## src/dino_consts.svh

```systemverilog
`ifndef DINO_CONSTS_SVH
`define DINO_CONSTS_SVH

// Screen geometry in pixels
`define GROUND_Y          350
`define DINO_X            160
`define DINO_W            36
`define DINO_H            40
`define DINO_DUCK_W       48
`define DINO_DUCK_H       38
`define DUCK_BOX_CUT      12     // Hit box top drop while ducking

// Obstacle boxes
`define CACTUS_S_W        14
`define CACTUS_S_H        30
`define CACTUS_B_W        20
`define CACTUS_B_H        40
`define PTERO_W           36
`define PTERO_H           34
`define PTERO_FLY_OFFSET  30     // Gap between ground and pterodactyl bottom

// Per-frame motion
`define JUMP_VEL          18
`define GRAVITY           1
`define FAST_FALL         3
`define BASE_SPEED        4

// Spawn and retire positions
`define SPAWN_X           640
`define FIRST_X           630
`define RETIRE_X          (-40)
`define MIN_GAP           300

// Distance sensor windows, bounds exclusive
`define SENSE_DUCK_MAX    10
`define SENSE_JUMP_MIN    20
`define SENSE_JUMP_MAX    50

// Register widths
`define X_W               13     // Signed, obstacles go off the left edge
`define Y_W               10
`define SCORE_W           10

`endif
```

## src/dino_pkg.sv

```systemverilog
package dino_pkg;

    // Top level game mode
    typedef enum logic [1:0] {
        st_idle  = 2'd0,
        st_run   = 2'd1,
        st_over  = 2'd2,
        st_pause = 2'd3
    } game_state_t;

    // 0 small cactus, 1 big cactus, 2 and 3 pterodactyl
    typedef logic [1:0] obs_kind_t;

endpackage

```

## src/dino_top.sv

```systemverilog
`timescale 1ns/1ns
`include "dino_consts.svh"

module dino_top (
    input  logic                    pclk,
    input  logic                    rst,
    input  logic                    start_pulse,
    input  logic                    pause_pulse,
    input  logic                    jump_btn,
    input  logic                    duck_btn,
    input  logic                    vsync,
    input  logic [19:0]             distance,
    output dino_pkg::game_state_t   game_state,
    output logic [`Y_W-1:0]         dino_y,
    output logic                    ducking,
    output logic signed [`X_W-1:0]  obs_x [0:2],
    output dino_pkg::obs_kind_t     obs_kind [0:2],
    output logic [2:0]              obs_active,
    output logic [`SCORE_W-1:0]     score,
    output logic                    collision
);

    logic       frame_tick;
    logic [6:0] speed;
    logic       retire;     // Obstacle left the screen

    game_fsm u_fsm (
        .pclk        (pclk),
        .rst         (rst),
        .start_pulse (start_pulse),
        .pause_pulse (pause_pulse),
        .collision   (collision),
        .game_state  (game_state)
    );

    run_pacer u_pacer (
        .pclk        (pclk),
        .rst         (rst),
        .vsync       (vsync),
        .start_pulse (start_pulse),
        .retire      (retire),
        .game_state  (game_state),
        .frame_tick  (frame_tick),
        .score       (score),
        .speed       (speed)
    );

    dino_physics u_physics (
        .pclk        (pclk),
        .rst         (rst),
        .start_pulse (start_pulse),
        .frame_tick  (frame_tick),
        .jump_btn    (jump_btn),
        .duck_btn    (duck_btn),
        .distance    (distance),
        .game_state  (game_state),
        .dino_y      (dino_y),
        .ducking     (ducking)
    );

    obstacle_field u_obstacles (
        .pclk        (pclk),
        .rst         (rst),
        .start_pulse (start_pulse),
        .frame_tick  (frame_tick),
        .speed       (speed),
        .game_state  (game_state),
        .obs_x       (obs_x),
        .obs_kind    (obs_kind),
        .obs_active  (obs_active),
        .retire      (retire)
    );

    // Pure combinational, sees registered positions
    hit_detect u_hit (
        .dino_y      (dino_y),
        .ducking     (ducking),
        .obs_x       (obs_x),
        .obs_kind    (obs_kind),
        .obs_active  (obs_active),
        .collision   (collision)
    );

endmodule

```

## src/hit_detect.sv

```systemverilog
`timescale 1ns/1ns
`include "dino_consts.svh"

module hit_detect (
    input  logic [`Y_W-1:0]         dino_y,
    input  logic                    ducking,
    input  logic signed [`X_W-1:0]  obs_x [0:2],
    input  dino_pkg::obs_kind_t     obs_kind [0:2],
    input  logic [2:0]              obs_active,
    output logic                    collision
);
    import dino_pkg::*;

    localparam logic signed [`X_W-1:0] DINO_LEFT = `X_W'(`DINO_X);
    localparam logic signed [`X_W-1:0] S_TOP     = `X_W'(`GROUND_Y - `CACTUS_S_H);
    localparam logic signed [`X_W-1:0] B_TOP     = `X_W'(`GROUND_Y - `CACTUS_B_H);
    localparam logic signed [`X_W-1:0] P_TOP     = `X_W'(`GROUND_Y - `PTERO_H - `PTERO_FLY_OFFSET);
    localparam logic signed [`X_W-1:0] P_BOT     = `X_W'(`GROUND_Y - `PTERO_FLY_OFFSET);

    logic signed [`X_W-1:0] dino_right;
    logic signed [`X_W-1:0] box_top;
    logic signed [`X_W-1:0] box_bot;

    function automatic logic signed [`X_W-1:0] obs_width(input obs_kind_t kind);
        case (kind)
            2'd0:    return `X_W'(`CACTUS_S_W);
            2'd1:    return `X_W'(`CACTUS_B_W);
            default: return `X_W'(`PTERO_W);
        endcase
    endfunction

    // Ducking widens the box and lowers its top
    assign dino_right = DINO_LEFT + (ducking ? `X_W'(`DINO_DUCK_W) : `X_W'(`DINO_W));
    assign box_top    = $signed(`X_W'(dino_y)) + (ducking ? `X_W'(`DUCK_BOX_CUT) : `X_W'(0));
    assign box_bot    = box_top + (ducking ? `X_W'(`DINO_DUCK_H - `DUCK_BOX_CUT)
                                           : `X_W'(`DINO_H));

    always_comb begin
        collision = 1'b0;
        for (int i = 0; i < 3; i++) begin
            if (obs_active[i] && (dino_right > obs_x[i]) &&
                (DINO_LEFT < obs_x[i] + obs_width(obs_kind[i]))) begin
                case (obs_kind[i])
                    2'd0: begin
                        if (box_bot > S_TOP) collision = 1'b1;
                    end
                    2'd1: begin
                        if (box_bot > B_TOP) collision = 1'b1;
                    end
                    default: begin
                        // Flying band, ducking under it is safe
                        if (box_bot > P_TOP && box_top < P_BOT) collision = 1'b1;
                    end
                endcase
            end
        end
    end

endmodule

```

## src/obstacle_field.sv

```systemverilog
`timescale 1ns/1ns
`include "dino_consts.svh"

module obstacle_field (
    input  logic                    pclk,
    input  logic                    rst,
    input  logic                    start_pulse,
    input  logic                    frame_tick,
    input  logic [6:0]              speed,
    input  dino_pkg::game_state_t   game_state,
    output logic signed [`X_W-1:0]  obs_x [0:2],
    output dino_pkg::obs_kind_t     obs_kind [0:2],
    output logic [2:0]              obs_active,
    output logic                    retire
);
    import dino_pkg::*;

    localparam logic signed [`X_W-1:0] X_SPAWN  = `X_W'(`SPAWN_X);
    localparam logic signed [`X_W-1:0] X_FIRST  = `X_W'(`FIRST_X);
    localparam logic signed [`X_W-1:0] X_RETIRE = `X_W'(`RETIRE_X);
    localparam logic signed [`X_W-1:0] X_GAP    = `X_W'(`SPAWN_X - `MIN_GAP);

    logic [9:0]              lfsr;
    logic [7:0]              spawn_off;      // Extra random gap to the next spawn
    logic [1:0]              last_idx;       // Slot spawned most recently
    logic [1:0]              next_idx;
    logic [2:0]              below;
    logic signed [`X_W-1:0]  spawn_thresh;
    logic signed [`X_W-1:0]  step;
    logic                    restart;

    assign next_idx     = (last_idx == 2'd2) ? 2'd0 : last_idx + 2'd1;
    assign spawn_thresh = X_GAP - $signed(`X_W'(spawn_off));
    assign step         = $signed(`X_W'(speed));
    assign restart      = (game_state == st_over) && start_pulse;

    always_comb begin
        for (int i = 0; i < 3; i++) begin
            below[i] = obs_active[i] && (obs_x[i] < X_RETIRE);
        end
    end

    assign retire = frame_tick & (|below);   // Feeds the score

    always_ff @(posedge pclk or posedge rst) begin
        if (rst) begin
            for (int i = 0; i < 3; i++) begin
                obs_x[i]    <= X_SPAWN;
                obs_kind[i] <= '0;
            end
            obs_x[0]   <= X_FIRST;
            obs_active <= 3'b001;                // Slot 0 waits on screen
            last_idx   <= '0;
            spawn_off  <= '0;
            lfsr       <= 10'h001;
        end else begin
            lfsr <= {lfsr[8:0], lfsr[9] ^ lfsr[6]};  // x^10 + x^7 + 1
            if (restart) begin
                for (int i = 0; i < 3; i++) begin
                    obs_x[i]    <= X_SPAWN;
                    obs_kind[i] <= '0;
                end
                obs_x[0]   <= X_FIRST;
                obs_active <= 3'b001;
                last_idx   <= '0;
                spawn_off  <= '0;
            end else if (frame_tick) begin
                for (int i = 0; i < 3; i++) begin
                    if (obs_active[i]) begin
                        obs_x[i] <= obs_x[i] - step;
                        if (below[i]) begin
                            obs_active[i] <= 1'b0;
                        end
                    end
                end
                // Next slot in turn, once the gap behind the last one is wide enough
                if (obs_x[last_idx] < spawn_thresh && !obs_active[next_idx]) begin
                    obs_x[next_idx]      <= X_SPAWN;
                    obs_kind[next_idx]   <= obs_kind_t'(lfsr[9:8]);
                    obs_active[next_idx] <= 1'b1;
                    last_idx             <= next_idx;
                    spawn_off            <= lfsr[7:0];
                end
            end else if (game_state == st_idle && start_pulse) begin
                spawn_off <= lfsr[7:0];              // Vary the first gap
            end
        end
    end

endmodule

```

## src/dino_physics.sv

```systemverilog
`timescale 1ns/1ns
`include "dino_consts.svh"

module dino_physics (
    input  logic                  pclk,
    input  logic                  rst,
    input  logic                  start_pulse,
    input  logic                  frame_tick,
    input  logic                  jump_btn,
    input  logic                  duck_btn,
    input  logic [19:0]           distance,
    input  dino_pkg::game_state_t game_state,
    output logic [`Y_W-1:0]       dino_y,
    output logic                  ducking
);
    import dino_pkg::*;

    localparam logic [`Y_W-1:0] STAND_Y = `Y_W'(`GROUND_Y - `DINO_H);
    localparam logic [`Y_W-1:0] DUCK_Y  = `Y_W'(`GROUND_Y - `DINO_DUCK_H);

    logic signed [`Y_W-1:0] dino_vel;   // Negative is upward
    logic signed [`Y_W+1:0] y_air;      // Position after one airborne step
    logic                   sensor_jump;
    logic                   sensor_duck;
    logic                   jump_req;
    logic                   duck_req;
    logic                   on_ground;
    logic                   restart;

    // Hand held over the sensor selects the action
    assign sensor_jump = (distance > 20'(`SENSE_JUMP_MIN)) && (distance < 20'(`SENSE_JUMP_MAX));
    assign sensor_duck = (distance > 20'd0) && (distance < 20'(`SENSE_DUCK_MAX));
    assign jump_req    = jump_btn | sensor_jump;
    assign duck_req    = duck_btn | sensor_duck;

    assign on_ground = (dino_y >= STAND_Y);
    assign restart   = (game_state == st_over) && start_pulse;
    assign y_air     = $signed({2'b00, dino_y}) + $signed({{2{dino_vel[`Y_W-1]}}, dino_vel});

    always_ff @(posedge pclk or posedge rst) begin
        if (rst) begin
            dino_y   <= STAND_Y;
            dino_vel <= '0;
            ducking  <= 1'b0;
        end else if (restart) begin
            dino_y   <= STAND_Y;
            dino_vel <= '0;
            ducking  <= 1'b0;
        end else if (frame_tick) begin
            if (on_ground) begin
                if (jump_req) begin
                    dino_y   <= dino_y - `Y_W'(`JUMP_VEL);
                    dino_vel <= -$signed(`Y_W'(`JUMP_VEL));
                    ducking  <= 1'b0;
                end else if (duck_req) begin
                    dino_y   <= DUCK_Y;
                    dino_vel <= '0;
                    ducking  <= 1'b1;
                end else begin
                    dino_y   <= STAND_Y;
                    dino_vel <= '0;
                    ducking  <= 1'b0;
                end
            end else begin
                // Land on the ground line, never below it
                if (y_air >= $signed({2'b00, STAND_Y})) begin
                    dino_y <= STAND_Y;
                end else begin
                    dino_y <= y_air[`Y_W-1:0];
                end
                dino_vel <= dino_vel + (duck_req ? `Y_W'(`FAST_FALL) : `Y_W'(`GRAVITY));
                ducking  <= 1'b0;                          // No ducking mid-air
            end
        end
    end

endmodule

```

## src/run_pacer.sv

```systemverilog
`timescale 1ns/1ns
`include "dino_consts.svh"

module run_pacer (
    input  logic                  pclk,
    input  logic                  rst,
    input  logic                  vsync,
    input  logic                  start_pulse,
    input  logic                  retire,
    input  dino_pkg::game_state_t game_state,
    output logic                  frame_tick,
    output logic [`SCORE_W-1:0]   score,
    output logic [6:0]            speed
);
    import dino_pkg::*;

    logic vsync_q;      // Last vsync sample
    logic vs_rise_q;    // One cycle per vsync rising edge

    always_ff @(posedge pclk or posedge rst) begin
        if (rst) begin
            vsync_q   <= 1'b0;
            vs_rise_q <= 1'b0;
        end else begin
            vsync_q   <= vsync;
            vs_rise_q <= vsync & ~vsync_q;
        end
    end

    // Frames only advance while running
    assign frame_tick = vs_rise_q & (game_state == st_run);

    // One point per obstacle that leaves the screen
    always_ff @(posedge pclk or posedge rst) begin
        if (rst) begin
            score <= '0;
        end else if (game_state == st_over && start_pulse) begin
            score <= '0;
        end else if (retire) begin
            score <= score + 1'b1;
        end
    end

    assign speed = 7'(`BASE_SPEED) + 7'(score[`SCORE_W-1:4]);  // Faster every 16 points

endmodule

```

## src/game_fsm.sv

```systemverilog
`timescale 1ns/1ns

module game_fsm (
    input  logic                  pclk,
    input  logic                  rst,
    input  logic                  start_pulse,
    input  logic                  pause_pulse,
    input  logic                  collision,
    output dino_pkg::game_state_t game_state
);
    import dino_pkg::*;

    game_state_t state_nxt;

    always_comb begin
        state_nxt = game_state;
        case (game_state)
            st_idle: begin
                if (start_pulse) begin
                    state_nxt = st_run;
                end
            end
            st_run: begin
                // A hit wins over a pause request
                if (collision) begin
                    state_nxt = st_over;
                end else if (pause_pulse) begin
                    state_nxt = st_pause;
                end
            end
            st_pause: begin
                if (pause_pulse) begin
                    state_nxt = st_run;
                end
            end
            st_over: begin
                if (start_pulse) begin
                    state_nxt = st_idle;    // Data modules restore on this edge
                end
            end
            default: state_nxt = st_idle;
        endcase
    end

    always_ff @(posedge pclk or posedge rst) begin
        if (rst) begin
            game_state <= st_idle;
        end else begin
            game_state <= state_nxt;
        end
    end

endmodule

```

## config.mk

```make
export PLATFORM = sky130hd
export DESIGN_NAME = dino_top
export DESIGN_NICKNAME = d
export VERILOG_FILES = /design/src/dino_pkg.sv /design/src/dino_top.sv /design/src/hit_detect.sv /design/src/obstacle_field.sv /design/src/dino_physics.sv /design/src/run_pacer.sv /design/src/game_fsm.sv
export VERILOG_INCLUDE_DIRS = /design/src
export SDC_FILE = /design/constraint.sdc
export NUM_CORES = 1
export LEC_CHECK = 0
export ABC_AREA = 1
export BUFFER_PORTS_ARGS = -buffer_cell sky130_fd_sc_hd__buf_4
export CORE_ASPECT_RATIO = 0.75
export CORE_MARGIN = 2
export CORE_UTILIZATION = 62
export CTS_CLUSTER_DIAMETER = 30
export DETAILED_ROUTE_END_ITERATION = 16
export GPL_TIMING_DRIVEN = 0
export PLACE_DENSITY = 0.84
export SLEW_MARGIN = 10
export SYNTH_ARGS = -nofsm -noshare
export SYNTH_HDL_FRONTEND = slang
export SYNTH_SLANG_ARGS = --single-unit
```

## constraint.sdc

```tcl
create_clock -name pclk -period 6.5 [get_ports pclk]
set_input_delay 0.325 -clock pclk [delete_from_list [all_inputs] [get_ports pclk]]
set_output_delay 0.325 -clock pclk [all_outputs]
set_load 0.005 [all_outputs]
```

==> results of run 1 <==
-- worst max-delay path: cells and delay by family, from the launching register on --
| kind | cells | cell delay, ns |
|---|---|---|
| AO/OA/AOI/OAI | 1 | 0.15 |
| buffers and inverters | 2 | 0.20 |
| flip-flops | 1 | 0.68 |
| AND/OR/NAND/NOR | 14 | 1.44 |
| XOR/XNOR | 1 | 0.30 |
| adder cells (fa/ha/maj) | 3 | 1.15 |
-- registers in the layout (all words and copies together) (netlist names) --
signal                  count
u_obstacles.obs_active      3
u_physics.dino_vel         10
u_obstacles.obs_kind        6
u_pacer.vsync_q             1
u_obstacles.lfsr           10
u_physics.ducking           1
u_physics.dino_y           10
u_obstacles.last_idx        2
u_obstacles.spawn_off       8
u_pacer.score              10
u_pacer.vs_rise_q           1
u_fsm.game_state            2
u_obstacles.obs_x          39
-- cells by family after synthesis --
| family | count (synthesis) | share of synthesized area |
|---|---|---|
| and+or+nand+nor | 521 | 0.254 |
| buffers and inverters | 207 | 0.0905 |
| adders and majority gates | 79 | 0.116 |
| xor gates and xnor gates | 57 | 0.0561 |
| DFF | 103 | 0.292 |
| AOI/OAI and AO/OA | 293 | 0.191 |
-- how the worst max path moves through the flow --
| stage | slack, ns | cells past startpoint | endpoint |
|---|---|---|---|
| after floorplan | 3.26 | 20 | collision |
| after global placement | 2.13 | 2 | u_obstacles.obs_x[15]$_DFFE_PP0N_ |
| after detailed placement | 2.39 | 21 | collision |
| after CTS | 1.94 | 21 | collision |
| after global routing | 1.55 | 20 | collision |
| final | 1.88 | 21 | collision |
-- repair_timing --
action | CTS | global route
endpoints found under the hold margin | 35 | 0
gates resized for setup | 0 | 0
hold buffers | 1 | 0
-- metal layers --
metal,part of all wire,up-vias,track usage
met4,0.018,0,0.0919
met5,0,-,0
li1,-,4471,-
met1,0.46,4378,0.545
met3,0.11,43,0.0801
met2,0.41,492,0.551
-- power by group through the flow --
stage               Combinational (mW)  Clock [mW]  Sequential (mW)
floorplan                         1.95           0             1.09
global placement                  2.67           0             1.19
detailed placement                2.74           0             1.20
CTS                               2.76       0.552             1.19
global route                      3.14       0.578             1.23
finish                            2.81       0.552             1.21
-- area by class of cell --
cell class                 instances  share of cell area
clock buffer                      10              0.0225
buffer                            28              0.0131
multi-input combinational        950               0.540
tap                              175              0.0215
inverter                         179              0.0664
timing repair buffer             100              0.0759
sequential                       103               0.255
clock inverter                     6             0.00602
-- cells in the final DEF, fill, tap and decap left out, types with 3 or more instances in the layout --
cell	netlist	routed
sky130_fd_sc_hd__clkinv_1	4	4
sky130_fd_sc_hd__ha_1	73	73
sky130_fd_sc_hd__clkbuf_1	19	20
sky130_fd_sc_hd__buf_2	5	5
sky130_fd_sc_hd__o22ai_1	40	40
sky130_fd_sc_hd__o21ai_1	4	4
sky130_fd_sc_hd__nand2_4	3	3
sky130_fd_sc_hd__xor2_1	48	48
sky130_fd_sc_hd__buf_4	2	100
sky130_fd_sc_hd__nand2_2	3	3
sky130_fd_sc_hd__nor3_1	19	19
sky130_fd_sc_hd__a22oi_1	6	6
sky130_fd_sc_hd__o211ai_1	17	17
sky130_fd_sc_hd__fa_1	6	6
sky130_fd_sc_hd__a21o_1	3	3
sky130_fd_sc_hd__xnor2_1	9	9
sky130_fd_sc_hd__nand3_1	81	81
sky130_fd_sc_hd__nand4_1	24	24
sky130_fd_sc_hd__or2_2	9	9
sky130_fd_sc_hd__clkbuf_16	0	9
sky130_fd_sc_hd__o21ai_0	108	108
sky130_fd_sc_hd__nand3b_1	5	5
sky130_fd_sc_hd__dfstp_2	17	17
sky130_fd_sc_hd__inv_1	174	173
sky130_fd_sc_hd__dfrtp_1	86	86
sky130_fd_sc_hd__o221ai_1	7	7
sky130_fd_sc_hd__a21oi_1	85	85
sky130_fd_sc_hd__nand2_1	259	259
sky130_fd_sc_hd__nor2_1	107	107
-- per-stage QoR --
| step | area [µm²] | worst slack, ns |
|---|---|---|
| 2_1_floorplan | 8900 | 3.26 |
| 3_3_place_gp | 9860 | 2.13 |
| 3_5_place_dp | 9890 | 2.39 |
| 4_1_cts | 10200 | 1.94 |
| 5_1_grt | 10200 | 1.55 |
| 6_report | 10200 | 1.88 |
==> Flow_metrics.wiki, run 1 <==
{| class="wikitable"
! Metric !! Value
|-
| First-iteration detailed-routing DRC count || 960
|-
| Leading post-synthesis cells by instance count || sky130_fd_sc_hd__nand2_1, sky130_fd_sc_hd__inv_1, sky130_fd_sc_hd__o21ai_0
|-
| Path type of the worst setup path || flop to output pin
|-
| Initial antenna violation count || 0
|-
| Type of element launching the critical path || flop
|-
| Flop pwr share || 0.265
|-
| Cell at the slowest stage of the critical path || sky130_fd_sc_hd__dfrtp_1
|-
| Net count reported at finish || 1477
|-
| Post-CTS setup buffers || 0
|-
| Switching part of the total || 0.509
|-
| Net switching power figure || 2.33 mW
|-
| Average cell area after synthesis || 7.07 µm²
|-
| # IOs || 99
|-
| Std-Cell Core Area || 13900 µm²
|-
| Number of global-route vias before repair || 8433
|-
| Leading post-synthesis cells by cell area || sky130_fd_sc_hd__dfrtp_1, sky130_fd_sc_hd__nand2_1, sky130_fd_sc_hd__ha_1, sky130_fd_sc_hd__inv_1, sky130_fd_sc_hd__o21ai_0
|-
| Multi-input combinational cell area || 5500 µm²
|-
| Worst voltage drop across the vdd grid || 264 µV
|-
| Cell area after synthesis || 8900 µm²
|-
| Pwr Density || 449 nW/µm²
|-
| Wire per inst || 17.9 µm
|-
| Layout-stage area growth over the synthesis result || 14.5%
|-
| Setup tns final || 0 ns
|-
| First drt pass iteration count || 6
|-
| Post-Synthesis Net Count || 1366
|-
| Yosys reg bits || 103
|-
| Pint || 2.25 mW
|-
| Count of distinct cell types in the synthesized netlist || 54
|-
| Terminating pin of the worst hold path || u_pacer.vsync_q$_DFF_PP0_
|-
| Dominant cell type by area after synthesis || sky130_fd_sc_hd__dfrtp_1
|-
| Detailed placer's ending HPWL || 21500 µm
|-
| Part of the cycle the worst path needs || 0.711
|-
| Overflow after GRT || 0
|-
| Total GRT Usage || 0.369
|-
| Share of layout cells above drive strength 1 || 0.123
|-
| Cell count after placement || 1534
|-
| Wire length of the first global-routing pass || 43600 µm
|-
| Number of inserted filler cells in the final layout || 1172
|-
| Dominant register cell in the synthesized netlist || sky130_fd_sc_hd__dfrtp_1
|-
| Pin count of the biggest net entering global routing || 64
|-
| Total count of hold-check failures in the final report || 0
|-
| Vertical extent of the die || 108 µm
|-
| Max Fclk || 0.216 GHz
|-
| WL final || 27700 µm
|-
| Total Power || 4.57 mW
|-
| Warnings from Yosys || 0
|-
| Horiz. Die Dim || 142 µm
|-
| CP max FO || 11
|-
| Cell leakage power || 5.05 nW
|-
| Remaining design rule violation count || 0
|-
| Post-route ant nets || 0
|-
| Total vias in the final route || 9384
|-
| Clk pwr share || 0.121
|-
| Utilization after layout || 0.734
|-
| Register area || 2600 µm²
|-
| CTS Buf Count || 9
|-
| CTS clk-pin slew, worst paths || 0.08 ns
|-
| CP dominant cell by count || sky130_fd_sc_hd__nand2_1
|-
| Largest stage delay on the critical path || 0.68 ns
|-
| Startpoint of the worst register-to-register path || u_physics.ducking$_DFFE_PP0N_
|-
| Number of clock sinks || 103
|-
| Total inserted antenna cells || 0
|-
| Combinational fraction of design power || 0.615
|-
| Number of input and output port buffers inserted || 98
|-
| Max-cap violation count || 0
|-
| Root buf cell || sky130_fd_sc_hd__clkbuf_16
|-
| Pin slew with the least headroom to its limit || 0.870 ns
|-
| Drt via density || 6.05
|-
| Worst Path Arrival || 4.30 ns
|-
| Setup slack on the worst flop-to-flop path || 2.48 ns
|-
| Required time worst endpoint || 6.17 ns
|-
| Setup violations, final || 0
|-
| Crit path capture type || output pin
|-
| Final setup skew || 0.0143 ns
|-
| Relative slew margins || 0.418
|-
| Worst slack on hold paths || 0.0629 ns
|-
| Hold path depth || 1
|-
| Cell row count || 37
|-
| Count of non-filler cells in the finished layout || 1551
|-
| Time the worst path needs with I/O delays and setup || 4.62 ns
|-
| Insertion delay of the later-clocked pin in the worst-skew pair || 0.37 ns
|-
| Routability congestion estimate || 1.03
|-
| Cell with the most instances after synthesis || sky130_fd_sc_hd__nand2_1
|-
| Worst-case reg-to-reg path depth || 23
|-
| Area of the die || 15300 µm²
|-
| Post-synth EDFFs || 0
|-
| Outcome || completed
|-
| Fraction of registers with async set/reset || 1.00
|-
| Worst-case clock buffer depth || 2
|-
| Start point of the critical path || u_physics.ducking$_DFFE_PP0N_
|-
| H-tree Lvls || 3
|-
| RSZ-0062 raised after global routing || false
|-
| Starting density of the core || 0.641
|-
| Worst Hold Launch || vsync
|-
| Cells along the critical path || ha_1 > fa_1 > xor2_1 > ha_1 > a21oi_1 > nand2_1 > nand2_1 > nand2_1 > nand2_1 > nand2_1 > nand2_1 > nand3_1 > nand2_1 > nand3_1 > nand2_1 > nand2_1 > nand2_1 > inv_1 > nand2_1 > nand3_1 > buf_4
|-
| Worst min path class || primary input to flop
|-
| Endpoint of the worst register-to-register path || u_fsm.game_state[0]$_DFFE_PP0P_
|-
| Slew Limit Fails || 0
|-
| Fraction of synthesized cell area taken by the top area cell type || 0.242
|-
| TritonCTS clock tree || yes
|-
| Share of synthesized area occupied by flip-flops and latches || 0.292
|-
| Synth Instances || 1260
|}
Power figures use the tool's default switching activity.
==> run 2, diff against run 1 <==
Settings changed: CORE_UTILIZATION 62 to 60, PLACE_DENSITY 0.84 to 0.81.
Clock period 6.5 ns to 4.5 ns, I/O delays scaled along.
==> run 2 against run 1 <==
Global-route usage fell by 1.5 points. Core utilization fell by 2.7 points. Hold slack improved by 0.16 ns. First-iteration DRC count fell by 3.4%. Final area rose by 0.59%. Power rose by 44%. Clock-buffer cell count did not move. Die area rose by 3.2%. Sequential cell count did not move. Critical endpoint unchanged. Largest power group unchanged.
==> Flow_metrics.wiki, run 2 (synthesis gave the netlist of run 1 again) <==
{| class="wikitable"
! Metric !! Value
|-
| Slew Limit Fails || 0
|-
| Relative slew margins || 0.497
|-
| Pwr Density || 643 nW/µm²
|-
| Final setup skew || 0.0175 ns
|-
| Part of the cycle the worst path needs || 0.920
|-
| Switching part of the total || 0.505
|-
| Setup violations, final || 0
|-
| RSZ-0062 raised after global routing || false
|-
| Total count of hold-check failures in the final report || 0
|-
| Drt via density || 5.82
|-
| Combinational fraction of design power || 0.614
|-
| Std-Cell Core Area || 14500 µm²
|-
| Min setup slack post-route || 0.359 ns
|-
| Worst min path class || primary input to flop
|-
| Commonest non-fill, non-tap cell in the layout || sky130_fd_sc_hd__nand2_1
|-
| Insertion delay of the later-clocked pin in the worst-skew pair || 0.37 ns
|-
| Pin count of the biggest net entering global routing || 87
|-
| Worst Path Arrival || 3.92 ns
|-
| Vertical extent of the die || 109 µm
|-
| Number of global-route vias before repair || 8204
|-
| Max Fclk || 0.242 GHz
|-
| Time the worst path needs with I/O delays and setup || 4.14 ns
|-
| Layout-stage area growth over the synthesis result || 15.1%
|-
| Root buf cell || sky130_fd_sc_hd__clkbuf_16
|-
| WL final || 26900 µm
|-
| Cell count after placement || 1559
|-
| Share of layout cells above drive strength 1 || 0.126
|-
| First-iteration detailed-routing DRC count || 927
|-
| CTS clk-pin slew, worst paths || 0.08 ns
|-
| Worst slack on hold paths || 0.221 ns
|-
| Outcome || completed
|-
| Total vias in the final route || 9175
|-
| CTS Buf Count || 9
|-
| Total inserted antenna cells || 0
|-
| Routability congestion estimate || 1.03
|-
| Type of element launching the critical path || flop
|-
| Net count reported at finish || 1478
|-
| TritonCTS clock tree || yes
|-
| Net switching power figure || 3.33 mW
|-
| Overflow after GRT || 0
|-
| Setup tns final || 0 ns
|-
| Crit path capture type || output pin
|-
| Path type of the worst setup path || flop to output pin
|-
| First drt pass iteration count || 5
|-
| Pin slew with the least headroom to its limit || 0.752 ns
|-
| Max-cap violation count || 0
|-
| Pint || 3.26 mW
|-
| Cell row count || 38
|-
| Top reg by flops || u_obstacles.obs_x
|-
| Highest-count cells in the layout ignoring fill and taps || sky130_fd_sc_hd__nand2_1, sky130_fd_sc_hd__inv_1, sky130_fd_sc_hd__o21ai_0
|-
| Remaining design rule violation count || 0
|-
| Worst voltage drop across the vdd grid || 397 µV
|-
| Cell leakage power || 5.05 nW
|-
| Starting density of the core || 0.614
|-
| Area of the die || 15800 µm²
|-
| Clk pwr share || 0.122
|-
| Post-route ant nets || 0
|-
| Total Power || 6.59 mW
|-
| Required time worst endpoint || 4.28 ns
|-
| H-tree Lvls || 3
|-
| Number of clock sinks || 103
|-
| Wire per inst || 17.0 µm
|-
| Number of input and output port buffers inserted || 98
|-
| Flop pwr share || 0.264
|-
| Count of non-filler cells in the finished layout || 1577
|-
| CP max FO || 11
|-
| Pre-CTS setup slack || 0.500 ns
|-
| Max reg flops || 39
|-
| Worst-case clock buffer depth || 2
|-
| Initial antenna violation count || 0
|-
| Wire length of the first global-routing pass || 42900 µm
|-
| Detailed placer's ending HPWL || 21000 µm
|-
| Total GRT Usage || 0.354
|-
| Horiz. Die Dim || 145 µm
|-
| # IOs || 99
|-
| Number of inserted filler cells in the final layout || 1270
|}
[run 2: worst paths after layout]
path                                                    from                                  end  slack, ns  depth (start not counted)
min                                              pause_pulse      u_fsm.game_state[1]$_DFFE_PP0P_       0.22                          4
min in group asynchronous                                rst         u_pacer.score[9]$_DFFE_PP0P_       0.34                          3
min reg2reg                    u_obstacles.lfsr[4]$_DFF_PP0_        u_obstacles.lfsr[5]$_DFF_PP0_       0.39                          0
max reg2reg                u_obstacles.obs_x[20]$_DFFE_PP1N_  u_obstacles.obs_kind[2]$_DFFE_PP0P_       0.83                         16
max                            u_physics.ducking$_DFFE_PP0N_                            collision       0.36                         20
max in group asynchronous                                rst    u_obstacles.obs_x[20]$_DFFE_PP1N_       3.45                          4
[run 2: cell type report]
| class | instances | area [µm²] | area share |
|---|---|---|---|
| Clock buffer | 10 | 239 | 0.0233 |
| Clock inverter | 6 | 56.3 | 0.00549 |
| Buffer | 28 | 134 | 0.0131 |
| Sequential cell | 103 | 2600 | 0.254 |
| Inverter | 179 | 677 | 0.0660 |
| Tap cell | 200 | 250 | 0.0244 |
| Timing Repair Buffer | 101 | 783 | 0.0764 |
| Multi-Input combinational cell | 950 | 5510 | 0.537 |
[run 2: per-stage QoR]
stage	area (µm²)	utilization
2_1_floorplan	8900	-
3_3_place_gp	9890	0.682
3_5_place_dp	9920	0.684
4_1_cts	10200	0.706
5_1_grt	10200	0.707
6_report	10200	0.707
[run 2: routing by layer]
metal	vias up	part of all wire	GRT usage
li1	4477	-	-
met1	4169	0.46	0.517
met2	476	0.41	0.521
met3	53	0.10	0.0880
met4	0	0.027	0.104
met5	-	0	0
[run 2: what timing repair did]
action | 4_1_cts | 5_1_grt
hold endpoints to repair | 18 | 0
hold buffers | 2 | 0
endpoints found under the setup margin | 0 | 1
gates resized for setup | 0 | 4
buffers inserted | 0 | 0
[run 2: worst max-delay path, cell delays in order, from the launching register on]
cell and delay, ns:
sky130_fd_sc_hd__dfrtp_4 0.60, sky130_fd_sc_hd__ha_1 0.26, sky130_fd_sc_hd__fa_2 0.41, sky130_fd_sc_hd__xor2_2 0.21
sky130_fd_sc_hd__ha_1 0.30, sky130_fd_sc_hd__nand2_1 0.07, sky130_fd_sc_hd__inv_1 0.06, sky130_fd_sc_hd__nand3_1 0.09
sky130_fd_sc_hd__nand2_1 0.10, sky130_fd_sc_hd__nand2_1 0.12, sky130_fd_sc_hd__nor2_1 0.12, sky130_fd_sc_hd__nand2_1 0.05
sky130_fd_sc_hd__nand2_1 0.13, sky130_fd_sc_hd__nand2_1 0.06, sky130_fd_sc_hd__nor2_1 0.11, sky130_fd_sc_hd__nand3_1 0.13
sky130_fd_sc_hd__nand3_1 0.10, sky130_fd_sc_hd__nand3_1 0.15, sky130_fd_sc_hd__nand2_1 0.16, sky130_fd_sc_hd__nand3_1 0.14
sky130_fd_sc_hd__buf_4 0.17
[run 2: power by group through the flow]
stage          clock [mW]  combinational, mW  sequential [mW]
2_1_floorplan           0               2.82             1.58
3_3_place_gp            0               3.84             1.72
3_5_place_dp            0               3.94             1.73
4_1_cts             0.807               3.97             1.71
5_1_grt             0.849               4.54             1.77
6_report            0.806               4.04             1.74
